File: src/include/rvv_settings.svh
`ifndef RVV_SETTINGS_SVH
`define RVV_SETTINGS_SVH

// vector register geometry
`define RVV_VLEN   128
`define RVV_NREGS  32
`define RVV_REG_AW 5

// scalar side and wishbone data width
`define RVV_XLEN 32

// major opcodes of the vector extension
`define RVV_OPC_OPV   7'b1010111
`define RVV_OPC_LOAD  7'b0000111 // LOAD-FP space
`define RVV_OPC_STORE 7'b0100111 // STORE-FP space

`endif

File: src/design/rvv_isa_pkg.sv
`include "rvv_settings.svh"

package rvv_isa_pkg;

	// operations the decoder recognises
	typedef enum logic [2:0] {
		OP_NONE,
		OP_VSETVLI,
		OP_VSETIVLI,
		OP_VSETVL,
		OP_VLOAD,
		OP_VSTORE
	} rvv_op_e;

	// value is log2 of the element size in bytes
	typedef enum logic [1:0] {
		EEW8  = 2'd0,
		EEW16 = 2'd1,
		EEW32 = 2'd2
	} rvv_eew_e;

	typedef struct packed {
		logic       vill;
		logic       vma;
		logic       vta;
		logic [2:0] vsew;
		logic [2:0] vlmul;
	} rvv_vtype_t;

	typedef struct packed {
		rvv_op_e                op;
		rvv_eew_e               eew;
		logic [`RVV_REG_AW-1:0] vd;
		logic [4:0]             rs1;  // also uimm of vsetivli
		logic [4:0]             rd;
		logic [7:0]             zimm; // vma, vta, vsew, vlmul
	} rvv_dec_t;

endpackage

File: src/design/rvv_bus_pkg.sv
`include "rvv_settings.svh"

package rvv_bus_pkg;

	// wishbone classic master request
	typedef struct packed {
		logic                 cyc;
		logic                 stb;
		logic                 we;
		logic [`RVV_XLEN-1:0] adr;
		logic [3:0]           sel;
		logic [`RVV_XLEN-1:0] dat;
	} wb_req_t;

	typedef struct packed {
		logic                 ack;
		logic [`RVV_XLEN-1:0] dat;
	} wb_rsp_t;

	// what an execution unit hands back to the controller
	typedef struct packed {
		logic                 done;
		logic                 wr;   // rd goes back to the core
		logic [`RVV_XLEN-1:0] rd;
	} unit_res_t;

endpackage

File: src/design/rvv_insn_decode.sv
`timescale 1ns/10ps
`include "rvv_settings.svh"

module rvv_insn_decode import rvv_isa_pkg::*; (
	input  logic [`RVV_XLEN-1:0] insn_i,
	output rvv_dec_t             dec_o,
	output logic                 is_rvv_o
);
	logic [6:0] opcode;
	logic [2:0] funct3;
	logic       unit_stride;
	logic       width_ok;
	rvv_eew_e   eew;

	assign opcode = insn_i[6:0];
	assign funct3 = insn_i[14:12];
	// nf 0, mew 0, mop 00, vm 1, lumop/sumop 0
	assign unit_stride = insn_i[31:25] == 7'b0000001 && insn_i[24:20] == 5'd0;

	always_comb begin
		width_ok = 1'b1;
		eew = EEW8;
		case (funct3)
			3'b000: eew = EEW8;
			3'b101: eew = EEW16;
			3'b110: eew = EEW32;
			default: width_ok = 1'b0; // 64 bit and reserved widths
		endcase
	end

	always_comb begin
		dec_o.op = OP_NONE;
		dec_o.eew = eew;
		dec_o.vd = insn_i[11:7];
		dec_o.rs1 = insn_i[19:15];
		dec_o.rd = insn_i[11:7];
		dec_o.zimm = insn_i[27:20];
		if (opcode == `RVV_OPC_OPV && funct3 == 3'b111) begin
			if (!insn_i[31])
				dec_o.op = OP_VSETVLI;
			else if (insn_i[31:30] == 2'b11)
				dec_o.op = OP_VSETIVLI;
			else if (insn_i[31:25] == 7'b1000000)
				dec_o.op = OP_VSETVL;
		end else if (unit_stride && width_ok) begin
			if (opcode == `RVV_OPC_LOAD)
				dec_o.op = OP_VLOAD;
			else if (opcode == `RVV_OPC_STORE)
				dec_o.op = OP_VSTORE;
		end
	end

	assign is_rvv_o = dec_o.op != OP_NONE;

endmodule

File: src/design/rvv_cfg_unit.sv
`timescale 1ns/10ps
`include "rvv_settings.svh"

module rvv_cfg_unit import rvv_isa_pkg::*; import rvv_bus_pkg::*; (
	input  logic                 clk,
	input  logic                 resetn,
	input  logic                 start_i,
	input  rvv_dec_t             dec_i,
	input  logic [`RVV_XLEN-1:0] rs1_i,
	input  logic [`RVV_XLEN-1:0] rs2_i,
	output unit_res_t            res_o,
	output rvv_vtype_t           vtype_o,
	output logic [`RVV_XLEN-1:0] vl_o
);
	localparam rvv_vtype_t VTYPE_ILL = 9'h100; // vill only
	localparam logic [`RVV_XLEN-1:0] VLEN_W = `RVV_VLEN;

	rvv_vtype_t           vtype_q, vtype_new;
	logic [`RVV_XLEN-1:0] vl_q, avl, vlmax_new, vl_new;
	logic                 bad_cfg;
	unit_res_t            res_q;

	// elements per register group, integer lmul only
	function automatic logic [`RVV_XLEN-1:0] calc_vlmax(rvv_vtype_t vt);
		logic [3:0] sew_shift;
		sew_shift = {1'b0, vt.vsew} + 4'd3;
		return (VLEN_W >> sew_shift) << vt.vlmul[1:0];
	endfunction

	assign vtype_new = (dec_i.op == OP_VSETVL) ? {1'b0, rs2_i[7:0]} : {1'b0, dec_i.zimm};
	assign bad_cfg = vtype_new.vlmul[2] || vtype_new.vsew > 3'd2; // fractional lmul or sew 64+
	assign vlmax_new = calc_vlmax(vtype_new);

	always_comb begin
		if (dec_i.op == OP_VSETIVLI)
			avl = {27'd0, dec_i.rs1};
		else if (dec_i.rs1 != 5'd0)
			avl = rs1_i;
		else if (dec_i.rd != 5'd0)
			avl = '1; // ask for vlmax
		else
			avl = vl_q; // keep current vl
	end

	assign vl_new = bad_cfg ? '0 : ((avl < vlmax_new) ? avl : vlmax_new);

	always_ff @(posedge clk) begin
		if (!resetn) begin
			vtype_q <= VTYPE_ILL;
			vl_q <= '0;
			res_q.done <= 1'b0;
			res_q.wr <= 1'b0;
		end else begin
			res_q.done <= start_i;
			res_q.wr <= start_i;
			if (start_i) begin
				vtype_q <= bad_cfg ? VTYPE_ILL : vtype_new;
				vl_q <= vl_new;
			end
		end
		if (start_i)
			res_q.rd <= vl_new;
	end

	assign res_o = res_q;
	assign vtype_o = vtype_q;
	assign vl_o = vl_q;

	a_vl_le_vlmax: assert property (@(posedge clk) disable iff (!resetn)
		vl_q <= calc_vlmax(vtype_q));

endmodule

File: src/design/rvv_mem_unit.sv
`timescale 1ns/10ps
`include "rvv_settings.svh"

module rvv_mem_unit import rvv_isa_pkg::*; import rvv_bus_pkg::*; (
	input  logic                   clk,
	input  logic                   resetn,
	input  logic                   start_i,
	input  rvv_dec_t               dec_i,
	input  logic [`RVV_XLEN-1:0]   base_i,
	input  logic [`RVV_XLEN-1:0]   vl_i,
	output wb_req_t                wb_o,
	input  wb_rsp_t                wb_i,
	output logic [`RVV_REG_AW-1:0] vreg_raddr_o,
	input  logic [`RVV_VLEN-1:0]   vreg_rdata_i,
	output logic                   vreg_we_o,
	output logic [`RVV_REG_AW-1:0] vreg_waddr_o,
	output logic [`RVV_VLEN-1:0]   vreg_wdata_o,
	output unit_res_t              res_o
);
	localparam int XLEN = `RVV_XLEN;
	localparam int VLEN = `RVV_VLEN;
	localparam int AW = `RVV_REG_AW;
	localparam int VLENB_LOG = $clog2(VLEN / 8);

	typedef enum logic [1:0] {IDLE, ISSUE, WAIT} mem_state_e;

	mem_state_e           state_q;
	logic                 req_q;    // cyc and stb
	logic                 done_q;
	logic                 is_store_q;
	rvv_eew_e             eew_q;
	logic [AW-1:0]        vd_q;
	logic [XLEN-1:0]      base_q, vl_q, idx_q;
	logic [XLEN-1:0]      adr_q, dat_q;
	logic [3:0]           sel_q;

	logic [AW-1:0]        elem_reg;
	logic [VLENB_LOG-1:0] byte_off; // byte of the element inside its register
	logic [XLEN-1:0]      elem_adr;
	logic [3:0]           width_sel, elem_sel;
	logic [XLEN-1:0]      lane_mask, elem_bits, store_dat, load_bits;
	logic [VLEN-1:0]      slot_mask;
	logic                 last_elem;

	function automatic logic [XLEN-1:0] sel_to_bits(logic [3:0] sel);
		logic [XLEN-1:0] bits;
		for (int b = 0; b < 4; b++)
			bits[8*b +: 8] = {8{sel[b]}};
		return bits;
	endfunction

	// element idx lives in vd + idx / elements-per-register
	assign elem_reg = vd_q + AW'(idx_q >> (VLENB_LOG - int'(eew_q)));
	assign byte_off = VLENB_LOG'(idx_q << eew_q);
	assign elem_adr = base_q + (idx_q << eew_q);
	assign last_elem = idx_q == vl_q - 1;

	always_comb begin
		case (eew_q)
			EEW8: width_sel = 4'b0001;
			EEW16: width_sel = 4'b0011;
			default: width_sel = 4'b1111;
		endcase
	end

	assign elem_sel = width_sel << elem_adr[1:0]; // aligned, never spills
	assign lane_mask = sel_to_bits(elem_sel);

	// store path, element bytes moved to their bus lanes
	assign elem_bits = XLEN'(vreg_rdata_i >> {byte_off, 3'b000});
	assign store_dat = (elem_bits << {elem_adr[1:0], 3'b000}) & lane_mask;

	// load path, merge into the register read back
	assign load_bits = (wb_i.dat & lane_mask) >> {elem_adr[1:0], 3'b000};
	assign slot_mask = VLEN'(sel_to_bits(width_sel)) << {byte_off, 3'b000};
	assign vreg_wdata_o = (vreg_rdata_i & ~slot_mask) | (VLEN'(load_bits) << {byte_off, 3'b000});
	assign vreg_we_o = state_q == WAIT && wb_i.ack && !is_store_q;
	assign vreg_raddr_o = elem_reg;
	assign vreg_waddr_o = elem_reg;

	always_ff @(posedge clk) begin
		if (!resetn) begin
			state_q <= IDLE;
			req_q <= 1'b0;
			done_q <= 1'b0;
		end else begin
			done_q <= 1'b0;
			case (state_q)
				IDLE: begin
					if (start_i && vl_i == '0)
						done_q <= 1'b1; // nothing to transfer
					else if (start_i)
						state_q <= ISSUE;
				end
				ISSUE: begin
					req_q <= 1'b1;
					state_q <= WAIT;
				end
				WAIT: begin
					if (wb_i.ack) begin
						req_q <= 1'b0;
						done_q <= last_elem;
						state_q <= last_elem ? IDLE : ISSUE;
					end
				end
				default: state_q <= IDLE;
			endcase
		end
	end

	always_ff @(posedge clk) begin
		if (state_q == IDLE && start_i) begin
			is_store_q <= dec_i.op == OP_VSTORE;
			eew_q <= dec_i.eew;
			vd_q <= dec_i.vd;
			base_q <= base_i;
			vl_q <= vl_i;
			idx_q <= '0;
		end
		if (state_q == ISSUE) begin // request payload held through WAIT
			adr_q <= elem_adr;
			sel_q <= elem_sel;
			dat_q <= store_dat;
		end
		if (state_q == WAIT && wb_i.ack && !last_elem)
			idx_q <= idx_q + 1;
	end

	assign wb_o = '{cyc: req_q, stb: req_q, we: is_store_q, adr: adr_q, sel: sel_q, dat: dat_q};
	assign res_o = '{done: done_q, wr: 1'b0, rd: '0};

	a_stb_cyc: assert property (@(posedge clk) disable iff (!resetn)
		wb_o.stb |-> wb_o.cyc);

	a_req_stable: assert property (@(posedge clk) disable iff (!resetn)
		wb_o.stb && !wb_i.ack |=> wb_o.stb && $stable(wb_o.adr) && $stable(wb_o.sel)
			&& $stable(wb_o.dat) && $stable(wb_o.we));

endmodule

File: src/design/rvv_vreg_file.sv
`timescale 1ns/10ps
`include "rvv_settings.svh"

module rvv_vreg_file (
	input  logic                   clk,
	input  logic                   we_i,
	input  logic [`RVV_REG_AW-1:0] waddr_i,
	input  logic [`RVV_VLEN-1:0]   wdata_i,
	input  logic [`RVV_REG_AW-1:0] raddr_i,
	output logic [`RVV_VLEN-1:0]   rdata_o
);
	// all registers start cleared
	logic [`RVV_VLEN-1:0] regs_q [`RVV_NREGS] = '{default: '0};

	always_ff @(posedge clk) begin
		if (we_i)
			regs_q[waddr_i] <= wdata_i;
	end

	assign rdata_o = regs_q[raddr_i]; // async read, sees writes next cycle

endmodule

File: src/design/rvv_issue_retire.sv
`timescale 1ns/10ps
`include "rvv_settings.svh"

module rvv_issue_retire import rvv_isa_pkg::*; import rvv_bus_pkg::*; (
	input  logic                 clk,
	input  logic                 resetn,
	input  logic                 valid_i,
	input  logic                 is_rvv_i,
	input  rvv_op_e              op_i,
	input  unit_res_t            cfg_res_i,
	input  unit_res_t            mem_res_i,
	output logic                 start_cfg_o,
	output logic                 start_mem_o,
	output logic                 pcpi_ready_o,
	output logic                 pcpi_wr_o,
	output logic [`RVV_XLEN-1:0] pcpi_rd_o,
	output logic                 pcpi_wait_o
);
	typedef enum logic [1:0] {IDLE, BUSY, RETIRE} ctrl_state_e;

	ctrl_state_e state_q;
	logic        issue, op_is_cfg, op_is_mem;
	unit_res_t   res_sel;

	assign op_is_cfg = op_i inside {OP_VSETVLI, OP_VSETIVLI, OP_VSETVL};
	assign op_is_mem = op_i inside {OP_VLOAD, OP_VSTORE};
	assign issue = state_q == IDLE && valid_i && is_rvv_i;
	assign start_cfg_o = issue && op_is_cfg;
	assign start_mem_o = issue && op_is_mem;
	assign res_sel = cfg_res_i.done ? cfg_res_i : mem_res_i; // one unit busy at a time

	always_ff @(posedge clk) begin
		if (!resetn) begin
			state_q <= IDLE;
			pcpi_ready_o <= 1'b0;
			pcpi_wr_o <= 1'b0;
			pcpi_wait_o <= 1'b0;
		end else begin
			case (state_q)
				IDLE: begin
					if (issue) begin
						state_q <= BUSY;
						pcpi_wait_o <= op_is_mem;
					end
				end
				BUSY: begin
					if (res_sel.done) begin
						state_q <= RETIRE;
						pcpi_ready_o <= 1'b1;
						pcpi_wr_o <= res_sel.wr;
						pcpi_wait_o <= 1'b0;
					end
				end
				RETIRE: begin
					// core drops valid here
					state_q <= IDLE;
					pcpi_ready_o <= 1'b0;
					pcpi_wr_o <= 1'b0;
				end
				default: state_q <= IDLE;
			endcase
		end
	end

	always_ff @(posedge clk) begin
		if (state_q == BUSY && res_sel.done)
			pcpi_rd_o <= res_sel.rd;
	end

	a_ready_no_wait: assert property (@(posedge clk) disable iff (!resetn)
		!(pcpi_ready_o && pcpi_wait_o));

endmodule

File: src/design/rvv_coproc_top.sv
`timescale 1ns/10ps
`include "rvv_settings.svh"

module rvv_coproc_top import rvv_isa_pkg::*; import rvv_bus_pkg::*; (
	input  logic                 clk,
	input  logic                 resetn,
	input  logic                 pcpi_valid_i,
	input  logic [`RVV_XLEN-1:0] pcpi_insn_i,
	input  logic [`RVV_XLEN-1:0] pcpi_rs1_i,
	input  logic [`RVV_XLEN-1:0] pcpi_rs2_i,
	output logic                 pcpi_ready_o,
	output logic                 pcpi_wr_o,
	output logic [`RVV_XLEN-1:0] pcpi_rd_o,
	output logic                 pcpi_wait_o,
	output logic                 pcpi_is_rvv_o,
	output wb_req_t              wb_o,
	input  wb_rsp_t              wb_i
);
	rvv_dec_t               dec;
	logic                   start_cfg, start_mem;
	unit_res_t              cfg_res, mem_res;
	logic [`RVV_XLEN-1:0]   vl;
	logic [`RVV_REG_AW-1:0] vreg_raddr, vreg_waddr;
	logic                   vreg_we;
	logic [`RVV_VLEN-1:0]   vreg_rdata, vreg_wdata;

	rvv_insn_decode u_dec (
		.insn_i   (pcpi_insn_i),
		.dec_o    (dec),
		.is_rvv_o (pcpi_is_rvv_o)
	);

	rvv_issue_retire u_ctrl (
		.clk          (clk),
		.resetn       (resetn),
		.valid_i      (pcpi_valid_i),
		.is_rvv_i     (pcpi_is_rvv_o),
		.op_i         (dec.op),
		.cfg_res_i    (cfg_res),
		.mem_res_i    (mem_res),
		.start_cfg_o  (start_cfg),
		.start_mem_o  (start_mem),
		.pcpi_ready_o (pcpi_ready_o),
		.pcpi_wr_o    (pcpi_wr_o),
		.pcpi_rd_o    (pcpi_rd_o),
		.pcpi_wait_o  (pcpi_wait_o)
	);

	rvv_cfg_unit u_cfg (
		.clk     (clk),
		.resetn  (resetn),
		.start_i (start_cfg),
		.dec_i   (dec),
		.rs1_i   (pcpi_rs1_i),
		.rs2_i   (pcpi_rs2_i),
		.res_o   (cfg_res),
		.vtype_o (), // vill already forces vl to 0
		.vl_o    (vl)
	);

	rvv_mem_unit u_mem (
		.clk          (clk),
		.resetn       (resetn),
		.start_i      (start_mem),
		.dec_i        (dec),
		.base_i       (pcpi_rs1_i),
		.vl_i         (vl),
		.wb_o         (wb_o),
		.wb_i         (wb_i),
		.vreg_raddr_o (vreg_raddr),
		.vreg_rdata_i (vreg_rdata),
		.vreg_we_o    (vreg_we),
		.vreg_waddr_o (vreg_waddr),
		.vreg_wdata_o (vreg_wdata),
		.res_o        (mem_res)
	);

	rvv_vreg_file u_vregs (
		.clk     (clk),
		.we_i    (vreg_we),
		.waddr_i (vreg_waddr),
		.wdata_i (vreg_wdata),
		.raddr_i (vreg_raddr),
		.rdata_o (vreg_rdata)
	);

endmodule

File: config.mk
export PLATFORM = sky130hd
export DESIGN_NAME = rvv_coproc_top
export DESIGN_NICKNAME = d
export VERILOG_FILES = /design/src/design/rvv_isa_pkg.sv /design/src/design/rvv_bus_pkg.sv /design/src/design/rvv_insn_decode.sv /design/src/design/rvv_cfg_unit.sv /design/src/design/rvv_mem_unit.sv /design/src/design/rvv_vreg_file.sv /design/src/design/rvv_issue_retire.sv /design/src/design/rvv_coproc_top.sv
export VERILOG_INCLUDE_DIRS = /design/src /design/src/include
export SDC_FILE = /design/constraint.sdc
export NUM_CORES = 2
export LEC_CHECK = 0
export ABC_CLOCK_PERIOD_IN_PS = 15700
export CAP_MARGIN = 20
export CORE_MARGIN = 10
export CORE_UTILIZATION = 55
export DETAILED_ROUTE_END_ITERATION = 6
export DONT_BUFFER_PORTS = 1
export HOLD_SLACK_MARGIN = 0.05
export PLACE_DENSITY = 0.72
export SLEW_MARGIN = 20
export SYNTH_ARGS = -nofsm -noshare
export SYNTH_HDL_FRONTEND = slang
export SYNTH_SLANG_ARGS = --single-unit
File: constraint.sdc
create_clock -name clk -period 15.7 [get_ports clk]
set_input_delay 0.785 -clock clk [delete_from_list [all_inputs] [get_ports clk]]
set_output_delay 0.785 -clock clk [all_outputs]
set_load 0.05 [all_outputs]
==> qor.txt <==
Final Hold Fails - 0
Final wirelength - 552600 um
Crit-path max FO - 63
Worst Path Required - 16230 ps
Nets - 9810
Total grt overflow - 0
Crit path time final - 9649 ps
IO Pins - 239
Sw power - 4.459 mW
Setup TNS - 0 ps
Number of enable flip-flop cells after synthesis - 4332
Sw frac - 0.1961
DR iter-0 viols - 16510
Main flop type after synthesis - edfxtp_1
P_leak - 63.40 nW
Register Area - 130900 um^2
Vias in the first global route - 99560
Failing checks - design-rule violations
WS Path Type - reg -> reg
Yosys warning count - 0
Logic pwr share - 0.003
Non-Filler Instances - 14350
Detailed placer's ending HPWL - 303700 um
Register area share after synthesis - 0.7336
Cell with the most instances on the worst path - buf_4
Netlist cell types - 95
H-tree levels - 5
Post-cts sizing count - 0
Drt pass-1 iters - 7
Rel. slew slack - 0.1338
Synthesized instance count - 9406
Die area - 347700 um^2
Hold slack - 175.7 ps
WL per Instance - 38.51 um
Data arrival, critical path - 10180 ps
Final Util - 0.6153
Fmax - 103.6 MHz
Finish-stage setup viols - 0
Part of the power in the clock network - 0.441
Maximum VDD drop - 0.1195 mV
Antenna-violating nets left - 0
Clock Latency Late Sink - 1030 ps
Critical Path Start Type - flop
Proportion of layout cells with a drive suffix above 1 - 0.2339
Antenna violations before repair - 30
Max-cap violations - 0
Clk slew on worst S/H paths - 60 ps
Tot Pwr - 22.74 mW
Core area - 323700 um^2
Area of the multi-input gates - 45540 um^2
Die X - 589.6 um
CP bufs+invs - 5
Row cnt - 209
CTS buffer count - 426
CP peak stage delay - 1170 ps
Post-synth ARST share - 0
Die Y - 589.6 um
Routed vias - 101400
Synthesized area per cell - 18.97 um^2
Residual DRC - 2
GP Congestion - 0.9940
Post-CTS Setup Inserts - 0
Clk root buf - clkbuf_16
Least-Margin Pin Slew - 1299 ps
Clock sink count - 4374
CTS tree - yes
Status - finished, violations left
Hold_buf cts - 45
Cell Area, Synth - 178500 um^2
Largest net degree at the start of global routing - 124
P_int - 18.28 mW
Port Buf Inserts - 0
Filler Cell Count - 22410
Max-slew violations - 0
Pwr Density - 114.1 nW/um^2
RSZ-0062 raised after global routing - no
Yosys reg bits - 4374
Worst clock skew - 86.05 ps
CP max stage cell - fa_4
Max clock buf depth - 4
Global-route wire length before repair - 772900 um
Initial Util - 0.5513
Vias/cell - 7.067
Worst Setup End Kind - flop
Placed insts - 13480
Critical-path cell list - inv_1 > ha_1 > mux4_2 > nand2_1 > o31ai_1 > ha_4 > fa_4 > buf_4 > buf_4 > buf_4 > mux4_2 > and3_1 > a211oi_1 > a311oi_1 > a31o_2 > a222oi_1 > inv_1
Area Overhead vs Synth - 11.62%
Sequential share of power - 0.556
Ratio of final minimum period to clock period - 0.6146
Hold WC Path Type - in -> reg
Gr usage total - 0.3114
Top delay family on crit path - buffers and inverters
[cells in the final DEF (no fill, tap or decap), types with 32 or more instances in the layout]
| master | Yosys | routed |
|---|---|---|
| clkbuf_1 | 277 | 109 |
| dfxtp_1 | 42 | 42 |
| a311oi_1 | 41 | 41 |
| a31o_2 | 85 | 85 |
| dlygate4sd3_1 | 0 | 45 |
| nand2_1 | 691 | 687 |
| clkbuf_16 | 0 | 428 |
| o21ai_4 | 0 | 43 |
| mux2i_1 | 125 | 124 |
| nor3_1 | 76 | 63 |
| clkinv_1 | 0 | 91 |
| bufinv_16 | 0 | 33 |
| xor2_1 | 47 | 46 |
| and2_1 | 74 | 73 |
| nand3_1 | 271 | 270 |
| inv_1 | 48 | 45 |
| diode_2 | 0 | 32 |
| o21ai_0 | 281 | 208 |
| edfxtp_1 | 4332 | 4332 |
| a211oi_1 | 180 | 179 |
| a22oi_1 | 58 | 58 |
| and3_1 | 178 | 178 |
| clkinv_2 | 0 | 78 |
| xnor2_1 | 56 | 55 |
| o22ai_1 | 99 | 96 |
| a21oi_1 | 131 | 125 |
| buf_4 | 97 | 288 |
| a311o_1 | 33 | 33 |
| nor2_1 | 291 | 260 |
| mux4_2 | 1070 | 1070 |
| mux2_2 | 66 | 66 |
| ha_1 | 47 | 45 |
[per-layer routing]
metal / up-vias / part of all wire / global-route usage
met5: - / 0.00011 / 0
met4: 8 / 0.055 / 0.1415
met3: 1364 / 0.12 / 0.07073
met2: 7563 / 0.46 / 0.4780
met1: 53120 / 0.36 / 0.4320
li1: 39340 / - / -
[final cells by class]
cell class	count	area share
Sequential cell	4374	0.6572
Inverter	50	0.0009421
Antenna cell	32	0.0004020
Tap cell	4325	0.02717
Timing Repair Buffer	372	0.01693
Multi-Input combinational cell	4405	0.2286
Clock buffer	541	0.05610
Clock inverter	249	0.01263
[power groups by stage]
stage	clock, mW	combinational [mW]	sequential, mW
6_report	10.0	0.0615	12.6
5_1_grt	10.6	0.0651	12.6
4_1_cts	10.1	0.0597	12.6
3_5_place_dp	0	0.0481	12.9
3_3_place_gp	0	0.0464	12.9
2_1_floorplan	0	0.0270	12.9
[metrics by stage]
stage / instance area [um^2] / setup slack, ps
5_1_grt: 199200 / 5529
3_3_place_gp: 184500 / 6294
6_report: 199200 / 6051
4_1_cts: 198700 / 6169
2_1_floorplan: 178500 / 1980
3_5_place_dp: 184500 / 6245
[kinds of logic after synthesis]
logic type               after synthesis  share of synthesized area
adder cells (fa/ha/maj)               49                   0.003520
buffers and inverters                650                    0.01789
AO/OA/AOI/OAI                       1249                    0.04904
multiplexers                        1261                     0.1462
XOR/XNOR                             103                   0.005055
flip-flops                          4374                     0.7336
other                                  1                 0.00002101
AND/OR/NAND/NOR                     1719                    0.04463
[registers in the layout, summed over array words and instances, names as in the netlist]
register and count:
u_cfg.vl_o 32, u_ctrl.pcpi_ready_o 1, u_mem.req_q 1, u_mem.sel_q 4
u_ctrl.pcpi_wait_o 1, u_mem.state_q 2, u_cfg.res_o 33, u_mem.is_store_q 1
u_ctrl.pcpi_rd_o 32, u_mem.idx_q 32, u_ctrl.pcpi_wr_o 1, u_mem.base_q 32
u_ctrl.state_q 2, u_mem.vl_q 32, u_mem.dat_q 32, u_mem.adr_q 32
u_mem.done_q 1, u_mem.eew_q 2, u_vregs.regs_q 4096, u_mem.vd_q 5
[synthesized netlist by cell type (46+ instances only)]
cell,n,share of area
a31o_2,85,0.0042
buf_2,154,0.0043
a211oi_1,180,0.0076
edfxtp_1,4332,0.73
mux2i_1,125,0.0070
nor3_1,76,0.0021
and3_1,178,0.0062
xor2_1,47,0.0023
buf_1,46,0.00097
ha_1,47,0.0033
a22oi_1,58,0.0024
clkbuf_1,277,0.0058
nand3_1,271,0.0076
mux2_2,66,0.0042
nor2_1,291,0.0061
nand2_1,691,0.015
o21ai_0,281,0.0079
o22ai_1,99,0.0035
buf_4,97,0.0041
mux4_2,1070,0.14
inv_1,48,0.0010
a21oi_1,131,0.0037
and2_1,74,0.0026
xnor2_1,56,0.0027
[worst paths after layout]
check	start	end	slack, ps	cells past startpoint
setup / recovery	u_mem.eew_q[1]$_DFFE_PP_	u_vregs.regs_q[26][65]$_DFFE_PP_	6050	17
hold / removal	pcpi_insn_i[15]	u_cfg.vl_o[0]$_SDFFE_PN0P_	180	2
setup reg to reg	u_mem.eew_q[1]$_DFFE_PP_	u_vregs.regs_q[26][65]$_DFFE_PP_	6050	17
hold reg to reg	u_cfg.vl_o[10]$_SDFFE_PN0P_	u_mem.vl_q[10]$_DFFE_PP_	470	0
[worst register-to-register path, cell delays in order (launching register included)]
cell	delay (ps)
edfxtp_1	700
inv_1	330
ha_1	750
mux4_2	440
nand2_1	90
o31ai_1	120
ha_4	240
fa_4	1170
buf_4	770
buf_4	900
buf_4	730
mux4_2	400
and3_1	190
a211oi_1	290
a311oi_1	110
a31o_2	400
a222oi_1	840
inv_1	700
Note: power is estimated with default switching activity, not from simulation.
